File: config.mk
export PLATFORM = sky130hd
export DESIGN_NAME = operand_read_stage
export DESIGN_NICKNAME = d
export VERILOG_FILES = /design/src/design/rvfwd_pkg.sv /design/src/design/id_ex_operand_reg.sv /design/src/design/inst_field_decode.sv /design/src/design/load_use_hazard.sv /design/src/design/operand_forward.sv /design/src/design/operand_read_stage.sv /design/src/design/rv_regfile.sv
export SDC_FILE = /design/constraint.sdc
export NUM_CORES = 2
export LEC_CHECK = 0
export BUFFER_PORTS_ARGS = -buffer_cell sky130_fd_sc_hd__buf_2
export CORE_MARGIN = 5
export CORE_UTILIZATION = 63
export CTS_CLUSTER_DIAMETER = 80
export DETAILED_ROUTE_END_ITERATION = 10
export HOLD_SLACK_MARGIN = 0.08
export PLACE_DENSITY = 0.77
export SKIP_CTS_REPAIR_TIMING = 1
export SLEW_MARGIN = 20
export SYNTH_ARGS = -nofsm -noshare
export SYNTH_HDL_FRONTEND = slang
export SYNTH_SLANG_ARGS = --single-unit
File: constraint.sdc
create_clock -name clk -period 2.5 [get_ports clk]
set_clock_uncertainty 0.1 [all_clocks]
set_input_delay 0.25 -clock clk [delete_from_list [all_inputs] [get_ports clk]]
set_output_delay 0.25 -clock clk [all_outputs]
set_load 0.05 [all_outputs]
File: src/design/rvfwd_pkg.sv
package rvfwd_pkg;

    // ******************************
    // widths and sizes
    // ******************************

    // data width of every architectural register and every stage result
    localparam int xlen = 64;
    // a register index is five bits, enough for x0 to x31
    localparam int reg_addr_w = 5;
    // number of architectural integer registers, x0 included
    localparam int reg_depth = 32;

    // ******************************
    // base ISA opcodes
    // ******************************

    localparam logic [6:0] opc_op     = 7'b0110011;
    localparam logic [6:0] opc_op_imm = 7'b0010011;
    localparam logic [6:0] opc_load   = 7'b0000011;
    localparam logic [6:0] opc_store  = 7'b0100011;
    localparam logic [6:0] opc_branch = 7'b1100011;
    localparam logic [6:0] opc_lui    = 7'b0110111;
    localparam logic [6:0] opc_auipc  = 7'b0010111;
    localparam logic [6:0] opc_jal    = 7'b1101111;
    localparam logic [6:0] opc_jalr   = 7'b1100111;

    // ******************************
    // forwarding source codes
    // ******************************

    // the value came straight from the register file read port
    localparam logic [1:0] fwd_rf  = 2'd0;
    // the youngest producer, the instruction now in EX
    localparam logic [1:0] fwd_ex  = 2'd1;
    localparam logic [1:0] fwd_mem = 2'd2;
    // the oldest producer, whose write lands at the next edge
    localparam logic [1:0] fwd_wb  = 2'd3;

    // ******************************
    // instruction word
    // ******************************

    // one 32-bit word seen two ways; the S view puts imm_lo where R has rd
    typedef union packed {
        struct packed {
            logic [6:0]            funct7;
            logic [reg_addr_w-1:0] rs2;
            logic [reg_addr_w-1:0] rs1;
            logic [2:0]            funct3;
            logic [reg_addr_w-1:0] rd;
            logic [6:0]            opcode;
        } r;
        struct packed {
            logic [6:0]            imm_hi;
            logic [reg_addr_w-1:0] rs2;
            logic [reg_addr_w-1:0] rs1;
            logic [2:0]            funct3;
            logic [4:0]            imm_lo;
            logic [6:0]            opcode;
        } s;
    } rv_inst_u;

endpackage

File: src/design/id_ex_operand_reg.sv
module id_ex_operand_reg (
    input  logic                             clk,
    input  logic                             rst_n,
    input  logic                             hold,
    input  logic                             stall,
    input  logic                             in_valid,
    input  logic [rvfwd_pkg::xlen-1:0]       in_rs1_val,
    input  logic [rvfwd_pkg::xlen-1:0]       in_rs2_val,
    input  logic [rvfwd_pkg::xlen-1:0]       in_store_data,
    input  logic [rvfwd_pkg::reg_addr_w-1:0] in_rd,
    output logic                             ex_valid_out,
    output logic [rvfwd_pkg::xlen-1:0]       ex_rs1_val,
    output logic [rvfwd_pkg::xlen-1:0]       ex_rs2_val,
    output logic [rvfwd_pkg::xlen-1:0]       ex_store_data,
    output logic [rvfwd_pkg::reg_addr_w-1:0] ex_rd_out
);

    // ******************************
    // ID/EX register
    // ******************************

    // priority is hold, then stall, then a normal capture
    // hold wins over stall so the backend sees a frozen entry, and the
    // stalled instruction is still at decode when hold drops
    always_ff @(posedge clk or negedge rst_n) begin
        if (!rst_n) begin
            ex_valid_out  <= 1'b0;
            ex_rs1_val    <= '0;
            ex_rs2_val    <= '0;
            ex_store_data <= '0;
            ex_rd_out     <= '0;
        end else if (hold) begin
            // keep every field as it is
            ex_valid_out  <= ex_valid_out;
            ex_rs1_val    <= ex_rs1_val;
            ex_rs2_val    <= ex_rs2_val;
            ex_store_data <= ex_store_data;
            ex_rd_out     <= ex_rd_out;
        end else if (stall) begin
            // bubble: nothing valid goes to EX and no rd is claimed
            ex_valid_out  <= 1'b0;
            ex_rs1_val    <= '0;
            ex_rs2_val    <= '0;
            ex_store_data <= '0;
            ex_rd_out     <= '0;
        end else begin
            // an invalid slot passes through with its valid bit low
            ex_valid_out  <= in_valid;
            ex_rs1_val    <= in_rs1_val;
            ex_rs2_val    <= in_rs2_val;
            ex_store_data <= in_store_data;
            ex_rd_out     <= in_rd;
        end
    end

endmodule

File: src/design/inst_field_decode.sv
module inst_field_decode (
    input  rvfwd_pkg::rv_inst_u               inst,
    output logic [rvfwd_pkg::reg_addr_w-1:0] rs1,
    output logic [rvfwd_pkg::reg_addr_w-1:0] rs2,
    output logic [rvfwd_pkg::reg_addr_w-1:0] rd,
    output logic                             uses_rs1,
    output logic                             uses_rs2,
    output logic                             is_store
);

    // source indices sit in the same bits in both views
    // rd only exists for opcodes that write back a result
    always_comb begin
        rs1      = inst.r.rs1;
        rs2      = inst.r.rs2;
        rd       = '0;
        uses_rs1 = 1'b1;
        uses_rs2 = 1'b0;
        is_store = 1'b0;
        case (inst.r.opcode)
            rvfwd_pkg::opc_op: begin
                rd       = inst.r.rd;
                uses_rs2 = 1'b1;
            end
            rvfwd_pkg::opc_op_imm,
            rvfwd_pkg::opc_load,
            rvfwd_pkg::opc_jalr: begin
                rd = inst.r.rd;
            end
            rvfwd_pkg::opc_lui,
            rvfwd_pkg::opc_auipc,
            rvfwd_pkg::opc_jal: begin
                // the rs1 bits belong to the immediate here
                rd       = inst.r.rd;
                uses_rs1 = 1'b0;
            end
            rvfwd_pkg::opc_store: begin
                // bits 11:7 are imm_lo in a store, so rd stays zero
                rs1      = inst.s.rs1;
                rs2      = inst.s.rs2;
                uses_rs2 = 1'b1;
                is_store = 1'b1;
            end
            rvfwd_pkg::opc_branch: begin
                // branches compare two sources and write nothing
                uses_rs2 = 1'b1;
            end
            default: begin
                // unknown opcodes read rs1 only and never claim a destination
                rd = '0;
            end
        endcase
    end

endmodule

File: src/design/load_use_hazard.sv
module load_use_hazard (
    input  logic                             inst_valid,
    input  logic [rvfwd_pkg::reg_addr_w-1:0] rs1,
    input  logic [rvfwd_pkg::reg_addr_w-1:0] rs2,
    input  logic                             uses_rs1,
    input  logic                             uses_rs2,
    input  logic [rvfwd_pkg::reg_addr_w-1:0] ex_rd,
    input  logic                             ex_wen,
    input  logic                             ex_is_load,
    output logic                             stall_out
);

    // a load in EX only has its address on ex_result, so its data
    // cannot be forwarded yet and the consumer has to wait one cycle
    logic load_in_ex;
    logic rs1_clash;
    logic rs2_clash;

    // ******************************
    // producer side
    // ******************************

    // a load into x0 writes nothing and never blocks a reader
    assign load_in_ex = ex_is_load && ex_wen && (ex_rd != '0);

    // ******************************
    // consumer side
    // ******************************

    // only sources that the instruction really reads can clash
    assign rs1_clash = uses_rs1 && (rs1 == ex_rd);
    assign rs2_clash = uses_rs2 && (rs2 == ex_rd);

    // an empty decode slot never asks for a bubble
    assign stall_out = inst_valid && load_in_ex && (rs1_clash || rs2_clash);

endmodule

File: src/design/operand_forward.sv
module operand_forward (
    input  logic [rvfwd_pkg::reg_addr_w-1:0] rs1,
    input  logic [rvfwd_pkg::reg_addr_w-1:0] rs2,
    input  logic                             uses_rs1,
    input  logic                             uses_rs2,
    input  logic                             is_store,
    input  logic [rvfwd_pkg::xlen-1:0]       rf_data1,
    input  logic [rvfwd_pkg::xlen-1:0]       rf_data2,
    input  logic [rvfwd_pkg::reg_addr_w-1:0] ex_rd,
    input  logic                             ex_wen,
    input  logic [rvfwd_pkg::xlen-1:0]       ex_result,
    input  logic [rvfwd_pkg::reg_addr_w-1:0] mem_rd,
    input  logic                             mem_wen,
    input  logic [rvfwd_pkg::xlen-1:0]       mem_result,
    input  logic [rvfwd_pkg::reg_addr_w-1:0] wb_rd,
    input  logic                             wb_wen,
    input  logic [rvfwd_pkg::xlen-1:0]       wb_result,
    output logic [rvfwd_pkg::xlen-1:0]       rs1_fwd,
    output logic [rvfwd_pkg::xlen-1:0]       rs2_fwd,
    output logic [rvfwd_pkg::xlen-1:0]       store_data,
    output logic [1:0]                       src1_sel,
    output logic [1:0]                       src2_sel
);

    // ******************************
    // source selection
    // ******************************

    // picks the youngest stage that will write src
    // x0 and an unused operand always stay on the register file path
    function automatic logic [1:0] fwd_code(
        input logic [rvfwd_pkg::reg_addr_w-1:0] src,
        input logic                             used,
        input logic [rvfwd_pkg::reg_addr_w-1:0] e_rd,
        input logic                             e_wen,
        input logic [rvfwd_pkg::reg_addr_w-1:0] m_rd,
        input logic                             m_wen,
        input logic [rvfwd_pkg::reg_addr_w-1:0] w_rd,
        input logic                             w_wen
    );
        logic [1:0] code;
        code = rvfwd_pkg::fwd_rf;
        if (used && (src != '0)) begin
            if (e_wen && (e_rd == src)) begin
                code = rvfwd_pkg::fwd_ex;
            end else if (m_wen && (m_rd == src)) begin
                code = rvfwd_pkg::fwd_mem;
            end else if (w_wen && (w_rd == src)) begin
                code = rvfwd_pkg::fwd_wb;
            end
        end
        return code;
    endfunction

    // turns a source code into the operand value, zero when not used
    function automatic logic [rvfwd_pkg::xlen-1:0] fwd_value(
        input logic [1:0]                 code,
        input logic                       used,
        input logic [rvfwd_pkg::xlen-1:0] rf_val,
        input logic [rvfwd_pkg::xlen-1:0] e_val,
        input logic [rvfwd_pkg::xlen-1:0] m_val,
        input logic [rvfwd_pkg::xlen-1:0] w_val
    );
        logic [rvfwd_pkg::xlen-1:0] val;
        case (code)
            rvfwd_pkg::fwd_ex:  val = e_val;
            rvfwd_pkg::fwd_mem: val = m_val;
            rvfwd_pkg::fwd_wb:  val = w_val;
            default:            val = rf_val;
        endcase
        if (!used) begin
            val = '0;
        end
        return val;
    endfunction

    // ******************************
    // operand paths
    // ******************************

    // each operand first picks its producer stage and then takes that value
    assign src1_sel = fwd_code(rs1, uses_rs1, ex_rd, ex_wen, mem_rd, mem_wen, wb_rd, wb_wen);
    assign src2_sel = fwd_code(rs2, uses_rs2, ex_rd, ex_wen, mem_rd, mem_wen, wb_rd, wb_wen);

    assign rs1_fwd = fwd_value(src1_sel, uses_rs1, rf_data1, ex_result, mem_result, wb_result);
    assign rs2_fwd = fwd_value(src2_sel, uses_rs2, rf_data2, ex_result, mem_result, wb_result);

    // a store sends its rs2 value on to memory, other instructions send nothing
    assign store_data = is_store ? rs2_fwd : '0;

endmodule

File: src/design/operand_read_stage.sv
module operand_read_stage (
    input  logic                             clk,
    input  logic                             rst_n,
    input  logic [31:0]                      inst,
    input  logic                             inst_valid,
    input  logic                             hold,
    input  logic [rvfwd_pkg::reg_addr_w-1:0] ex_rd,
    input  logic                             ex_wen,
    input  logic                             ex_is_load,
    input  logic [rvfwd_pkg::xlen-1:0]       ex_result,
    input  logic [rvfwd_pkg::reg_addr_w-1:0] mem_rd,
    input  logic                             mem_wen,
    input  logic [rvfwd_pkg::xlen-1:0]       mem_result,
    input  logic [rvfwd_pkg::reg_addr_w-1:0] wb_rd,
    input  logic                             wb_wen,
    input  logic [rvfwd_pkg::xlen-1:0]       wb_result,
    output logic                             stall_out,
    output logic [1:0]                       src1_sel,
    output logic [1:0]                       src2_sel,
    output logic                             ex_valid_out,
    output logic [rvfwd_pkg::xlen-1:0]       ex_rs1_val,
    output logic [rvfwd_pkg::xlen-1:0]       ex_rs2_val,
    output logic [rvfwd_pkg::xlen-1:0]       ex_store_data,
    output logic [rvfwd_pkg::reg_addr_w-1:0] ex_rd_out
);

    // decoded fields of the instruction in decode
    logic [rvfwd_pkg::reg_addr_w-1:0] rs1;
    logic [rvfwd_pkg::reg_addr_w-1:0] rs2;
    logic [rvfwd_pkg::reg_addr_w-1:0] rd;
    logic                             uses_rs1;
    logic                             uses_rs2;
    logic                             is_store;
    // raw register file values, and the values after forwarding
    logic [rvfwd_pkg::xlen-1:0]       rf_data1;
    logic [rvfwd_pkg::xlen-1:0]       rf_data2;
    logic [rvfwd_pkg::xlen-1:0]       rs1_fwd;
    logic [rvfwd_pkg::xlen-1:0]       rs2_fwd;
    logic [rvfwd_pkg::xlen-1:0]       store_data;

    // ******************************
    // decode and register read
    // ******************************

    inst_field_decode u_decode (
        .inst     (inst),
        .rs1      (rs1),
        .rs2      (rs2),
        .rd       (rd),
        .uses_rs1 (uses_rs1),
        .uses_rs2 (uses_rs2),
        .is_store (is_store)
    );

    // the WB stage is the only writer of the register file
    rv_regfile u_regfile (
        .clk    (clk),
        .rst_n  (rst_n),
        .raddr1 (rs1),
        .raddr2 (rs2),
        .rdata1 (rf_data1),
        .rdata2 (rf_data2),
        .wen    (wb_wen),
        .waddr  (wb_rd),
        .wdata  (wb_result)
    );

    // ******************************
    // forwarding and hazard
    // ******************************

    operand_forward u_forward (
        .rs1        (rs1),
        .rs2        (rs2),
        .uses_rs1   (uses_rs1),
        .uses_rs2   (uses_rs2),
        .is_store   (is_store),
        .rf_data1   (rf_data1),
        .rf_data2   (rf_data2),
        .ex_rd      (ex_rd),
        .ex_wen     (ex_wen),
        .ex_result  (ex_result),
        .mem_rd     (mem_rd),
        .mem_wen    (mem_wen),
        .mem_result (mem_result),
        .wb_rd      (wb_rd),
        .wb_wen     (wb_wen),
        .wb_result  (wb_result),
        .rs1_fwd    (rs1_fwd),
        .rs2_fwd    (rs2_fwd),
        .store_data (store_data),
        .src1_sel   (src1_sel),
        .src2_sel   (src2_sel)
    );

    load_use_hazard u_hazard (
        .inst_valid (inst_valid),
        .rs1        (rs1),
        .rs2        (rs2),
        .uses_rs1   (uses_rs1),
        .uses_rs2   (uses_rs2),
        .ex_rd      (ex_rd),
        .ex_wen     (ex_wen),
        .ex_is_load (ex_is_load),
        .stall_out  (stall_out)
    );

    // ******************************
    // ID/EX register
    // ******************************

    // the stall request turns the next entry into a bubble
    id_ex_operand_reg u_id_ex (
        .clk           (clk),
        .rst_n         (rst_n),
        .hold          (hold),
        .stall         (stall_out),
        .in_valid      (inst_valid),
        .in_rs1_val    (rs1_fwd),
        .in_rs2_val    (rs2_fwd),
        .in_store_data (store_data),
        .in_rd         (rd),
        .ex_valid_out  (ex_valid_out),
        .ex_rs1_val    (ex_rs1_val),
        .ex_rs2_val    (ex_rs2_val),
        .ex_store_data (ex_store_data),
        .ex_rd_out     (ex_rd_out)
    );

endmodule

File: src/design/rv_regfile.sv
module rv_regfile (
    input  logic                             clk,
    input  logic                             rst_n,
    input  logic [rvfwd_pkg::reg_addr_w-1:0] raddr1,
    input  logic [rvfwd_pkg::reg_addr_w-1:0] raddr2,
    output logic [rvfwd_pkg::xlen-1:0]       rdata1,
    output logic [rvfwd_pkg::xlen-1:0]       rdata2,
    input  logic                             wen,
    input  logic [rvfwd_pkg::reg_addr_w-1:0] waddr,
    input  logic [rvfwd_pkg::xlen-1:0]       wdata
);

    // only x1 to x31 have storage, x0 is a constant zero
    logic [rvfwd_pkg::xlen-1:0] regs [1:rvfwd_pkg::reg_depth-1];

    // ******************************
    // write port
    // ******************************

    // the write takes effect at the rising edge
    // a write addressed to x0 is dropped here
    always_ff @(posedge clk or negedge rst_n) begin
        if (!rst_n) begin
            for (int i = 1; i < rvfwd_pkg::reg_depth; i++) begin
                regs[i] <= '0;
            end
        end else if (wen && (waddr != '0)) begin
            regs[waddr] <= wdata;
        end
    end

    // ******************************
    // read ports
    // ******************************

    // reads are combinational and do not see a write in the same cycle
    // that case is covered by the WB forward in the operand mux
    always_comb begin
        if (raddr1 == '0) begin
            rdata1 = '0;
        end else begin
            rdata1 = regs[raddr1];
        end
        if (raddr2 == '0) begin
            rdata2 = '0;
        end else begin
            rdata2 = regs[raddr2];
        end
    end

endmodule

==> flow_summary.ini <==
[global_routing]
grt_most_used_layer = met2
grt_overflow = 0
use_met1_pct = 57.0
grt_pass1_vias = 96954
use_met2_pct = 65.3
met3_usage_pct = 16.7
grt_use_total_pct = 46.4
grt_pass1_wl_um = 655000
grt_max_degree = 143
antenna_found_initial = 19

[sta]
timing.final.crit_share_pct = 101
period_minus_slack_ns = 2.54
setup_slack_ns = -0.0364
rsz0062_at_grt = no
slew_headroom_pct = 36.8
hold_viol = 0
setup-tns-final_ns = -0.0591
max_freq_ghz = 0.394
setup_viol = 2
max_slew.worst_pin.slew_ns = 0.948
drv_slew = 0

[placement]
dp_hpwl_um = 293000
port_buffers = 439
gp_congestion = 0.983

[yosys]
yosysWarnings = 0
yosys.cell_types.count = 67
synthMuxAreaShare_pct = 32.3
postSynth.asyncResetShare_pct = 100
synth_top_family_by_area = multiplexers
synthesis.area_um2 = 116000
ys_seq_area_share_pct = 47.0
ys.flop_type = dfrtp_1
synthXorXnorAreaFrac_pct = 0.226
postSynthAreaPerCell_um2 = 12.5
syn_nets = 9548
yosysTopAreaCell = dfrtp_1
ys_ff_latch = 2182
yosys.area.top_type_share_pct = 47.0
synth_cells = 9301
synth-simple-area-share_pct = 5.28
synth_edf_count = 0
synth_compound_area_share_pct = 11.2
yosys.area_share.adder_pct = 0
synthTopCellsByArea = dfrtp_1, mux2_2, mux4_2

[worst_setup_path]
r2r_cells = 6
cp.arrival_ns = 3.17
cp_num_cells = 10
path_buf_inv = 4
reg2reg_slack_ns = 0.08
critPathCaptureType = flip-flop
crit_type = in -> reg
regToRegStartpoint = u_regfile.regs[1328]
required_ns = 3.14
setup.worst_path.start = inst[21]
worst_path_max_delay_cell = dlygate4sd3_1
cp-endpoint = u_id_ex.ex_store_data[16]
rr_endpoint = u_id_ex.ex_rs1_val[48]
crit_chain = buf_8 -> xor2_1 -> nor4_1 -> and3_2 -> buf_4 -> buf_12 -> a311oi_1 -> a211oi_1 -> dlygate4sd3_1 -> o31ai_1
slowest_delay_ns = 0.64
critPathMaxFanout = 27
cp-start-kind = input pin
cp_top_family = buffers and inverters

[power_and_ir_drop]
powerDensity_nw_per_um2 = 762
ir_worst_vdd_uv = 760
p_leak_nw = 62.1

[clock_tree]
cts.sinks = 2182
cts_max_level = 4
clk_pin_slew_ns = 0.07
numCtsBuffers = 224
clk_path_buf_depth = 3
cts_tree = built
cts_root_buf = clkbuf_16
clk_latency_ns = 0.89

[route]
drtPass1Iterations = 7
viasPerCell = 7.59
drtIter0Drc = 16289
via_count = 97508
wirelength_um = 456000
ant_nets = 0
wire_per_inst_um = 35.5
drc = 0

[hold_path]
hold_path.class = in -> reg

[die]
dieArea_um2 = 193000
start_util_pct = 63.4
die-height_um = 439
core_um2 = 183000
pin_count = 450
fp.dieW_um = 439
rows = 157

[layout]
nets = 10410
area_growth_pct = 19.7
final_util_pct = 75.9
fillers = 10886
layout-drive-gt1-share_pct = 38.9

[status]
status = finished, violations left
violations = setup timing

[flow_run]
drv_cap = 0
## routing by layer
metal / vias to the layer above / routed length [µm]
met5: - / 62
met1: 48510 / 148000
met4: 10 / 49900
li1: 37000 / -
met2: 9057 / 193000
met3: 2931 / 65500
## area by class of cell
| class | instances | area [µm²] | area share [%] |
|---|---|---|---|
| Sequential cell | 2182 | 54600 | 39.3 |
| Clock buffer | 317 | 6530 | 4.70 |
| Antenna cell | 23 | 57.6 | 0.0414 |
| Timing Repair Buffer | 1616 | 15800 | 11.4 |
| Multi-Input combinational cell | 6070 | 57400 | 41.3 |
| Inverter | 69 | 264 | 0.190 |
| Tap cell | 2464 | 3080 | 2.22 |
| Clock inverter | 98 | 1290 | 0.927 |
## metrics by stage
stage	instance area, µm²	total power, mW	hold WS [ns]	setup slack, ns	cells
after floorplan	116000	60.7	-0.146	0.00407	9301
after global placement	129000	67.7	0.0621	-0.564	12144
after detailed placement	129000	69.2	0.0625	-0.585	12144
after CTS	136000	105	-0.869	-0.0491	12559
after global routing	139000	109	0.0804	0.00482	12820
final	139000	106	0.00827	-0.0364	12839
## report_power, final
group | leakage (nW) | total, mW | internal [mW] | switching, mW
logic | 30.1 | 23.0 | 12.0 | 11.0
clock network | 3.84 | 35.8 | 20.9 | 14.9
registers | 28.2 | 47.2 | 41.7 | 5.47
## cells by family after synthesis
logic type             count (synthesis)
AO/OA/AOI/OAI                       1919
AND/OR/NAND/NOR                     1425
multiplexers                        2696
XOR/XNOR                              30
flip-flops                          2182
buffers and inverters               1049
## layout by cell type (no fill, tap or decap), types with 52 or more instances in the layout
cell | Yosys | final
buf_4 | 65 | 599
clkbuf_16 | 0 | 230
buf_2 | 239 | 428
a211oi_1 | 55 | 54
mux4_2 | 699 | 699
a311oi_1 | 86 | 86
inv_1 | 68 | 68
buf_12 | 0 | 326
a221o_1 | 53 | 53
and3_1 | 55 | 52
nor3_1 | 162 | 161
a221oi_1 | 73 | 73
a21oi_1 | 138 | 138
nand2_1 | 931 | 913
nor2b_1 | 64 | 56
dfrtp_1 | 2182 | 2182
mux2i_1 | 544 | 544
a32o_1 | 92 | 92
a22oi_1 | 260 | 260
nand3_1 | 91 | 89
o21ai_0 | 795 | 794
dlygate4sd3_1 | 0 | 253
mux2_2 | 1453 | 1453
o31ai_1 | 117 | 117
## worst reg2reg max path, stage by stage, from the launching register on
cell	delay (ns)
dfrtp_1	0.41
mux4_2	0.47
nand2_1	0.08
a21oi_1	0.09
a311oi_1	0.28
nand3_1	0.47
a32o_1	0.42
## state kept, by name, summed over array words and instances (netlist names)
register / cells
u_id_ex.ex_rd_out: 5
u_id_ex.ex_rs1_val: 64
u_id_ex.ex_valid_out: 1
u_id_ex.ex_store_data: 64
u_regfile.regs: 1984
u_id_ex.ex_rs2_val: 64
## synth_stat cells, types with 64 or more instances
cell type / count
buf_4: 65
a32o_1: 92
a221oi_1: 73
nand3_1: 91
inv_1: 68
nor3_1: 162
mux2_2: 1453
a22oi_1: 260
dfrtp_1: 2182
o21ai_0: 795
nor2b_1: 64
buf_2: 239
a311oi_1: 86
mux2i_1: 544
mux4_2: 699
a21oi_1: 138
nor2_1: 68
nand2_1: 931
o31ai_1: 117
clkbuf_1: 629
## worst min-delay path by stage
| stage | startpoint | to | slack, ns | cells past startpoint |
|---|---|---|---|---|
| 2_1_floorplan | rst_n | u_id_ex.ex_rd_out[0] | -0.15 | 0 |
| 3_5_place_dp | rst_n | u_regfile.regs[1765] | 0.06 | 1 |
| 4_1_cts | rst_n | u_regfile.regs[101] | -0.87 | 1 |
| 5_1_grt | mem_result[34] | u_id_ex.ex_store_data[34] | 0.08 | 5 |
| 6_report | mem_result[34] | u_id_ex.ex_store_data[34] | 0.008 | 5 |
| 3_3_place_gp | rst_n | u_regfile.regs[1765] | 0.06 | 1 |
(Power assumes the default switching activity.)
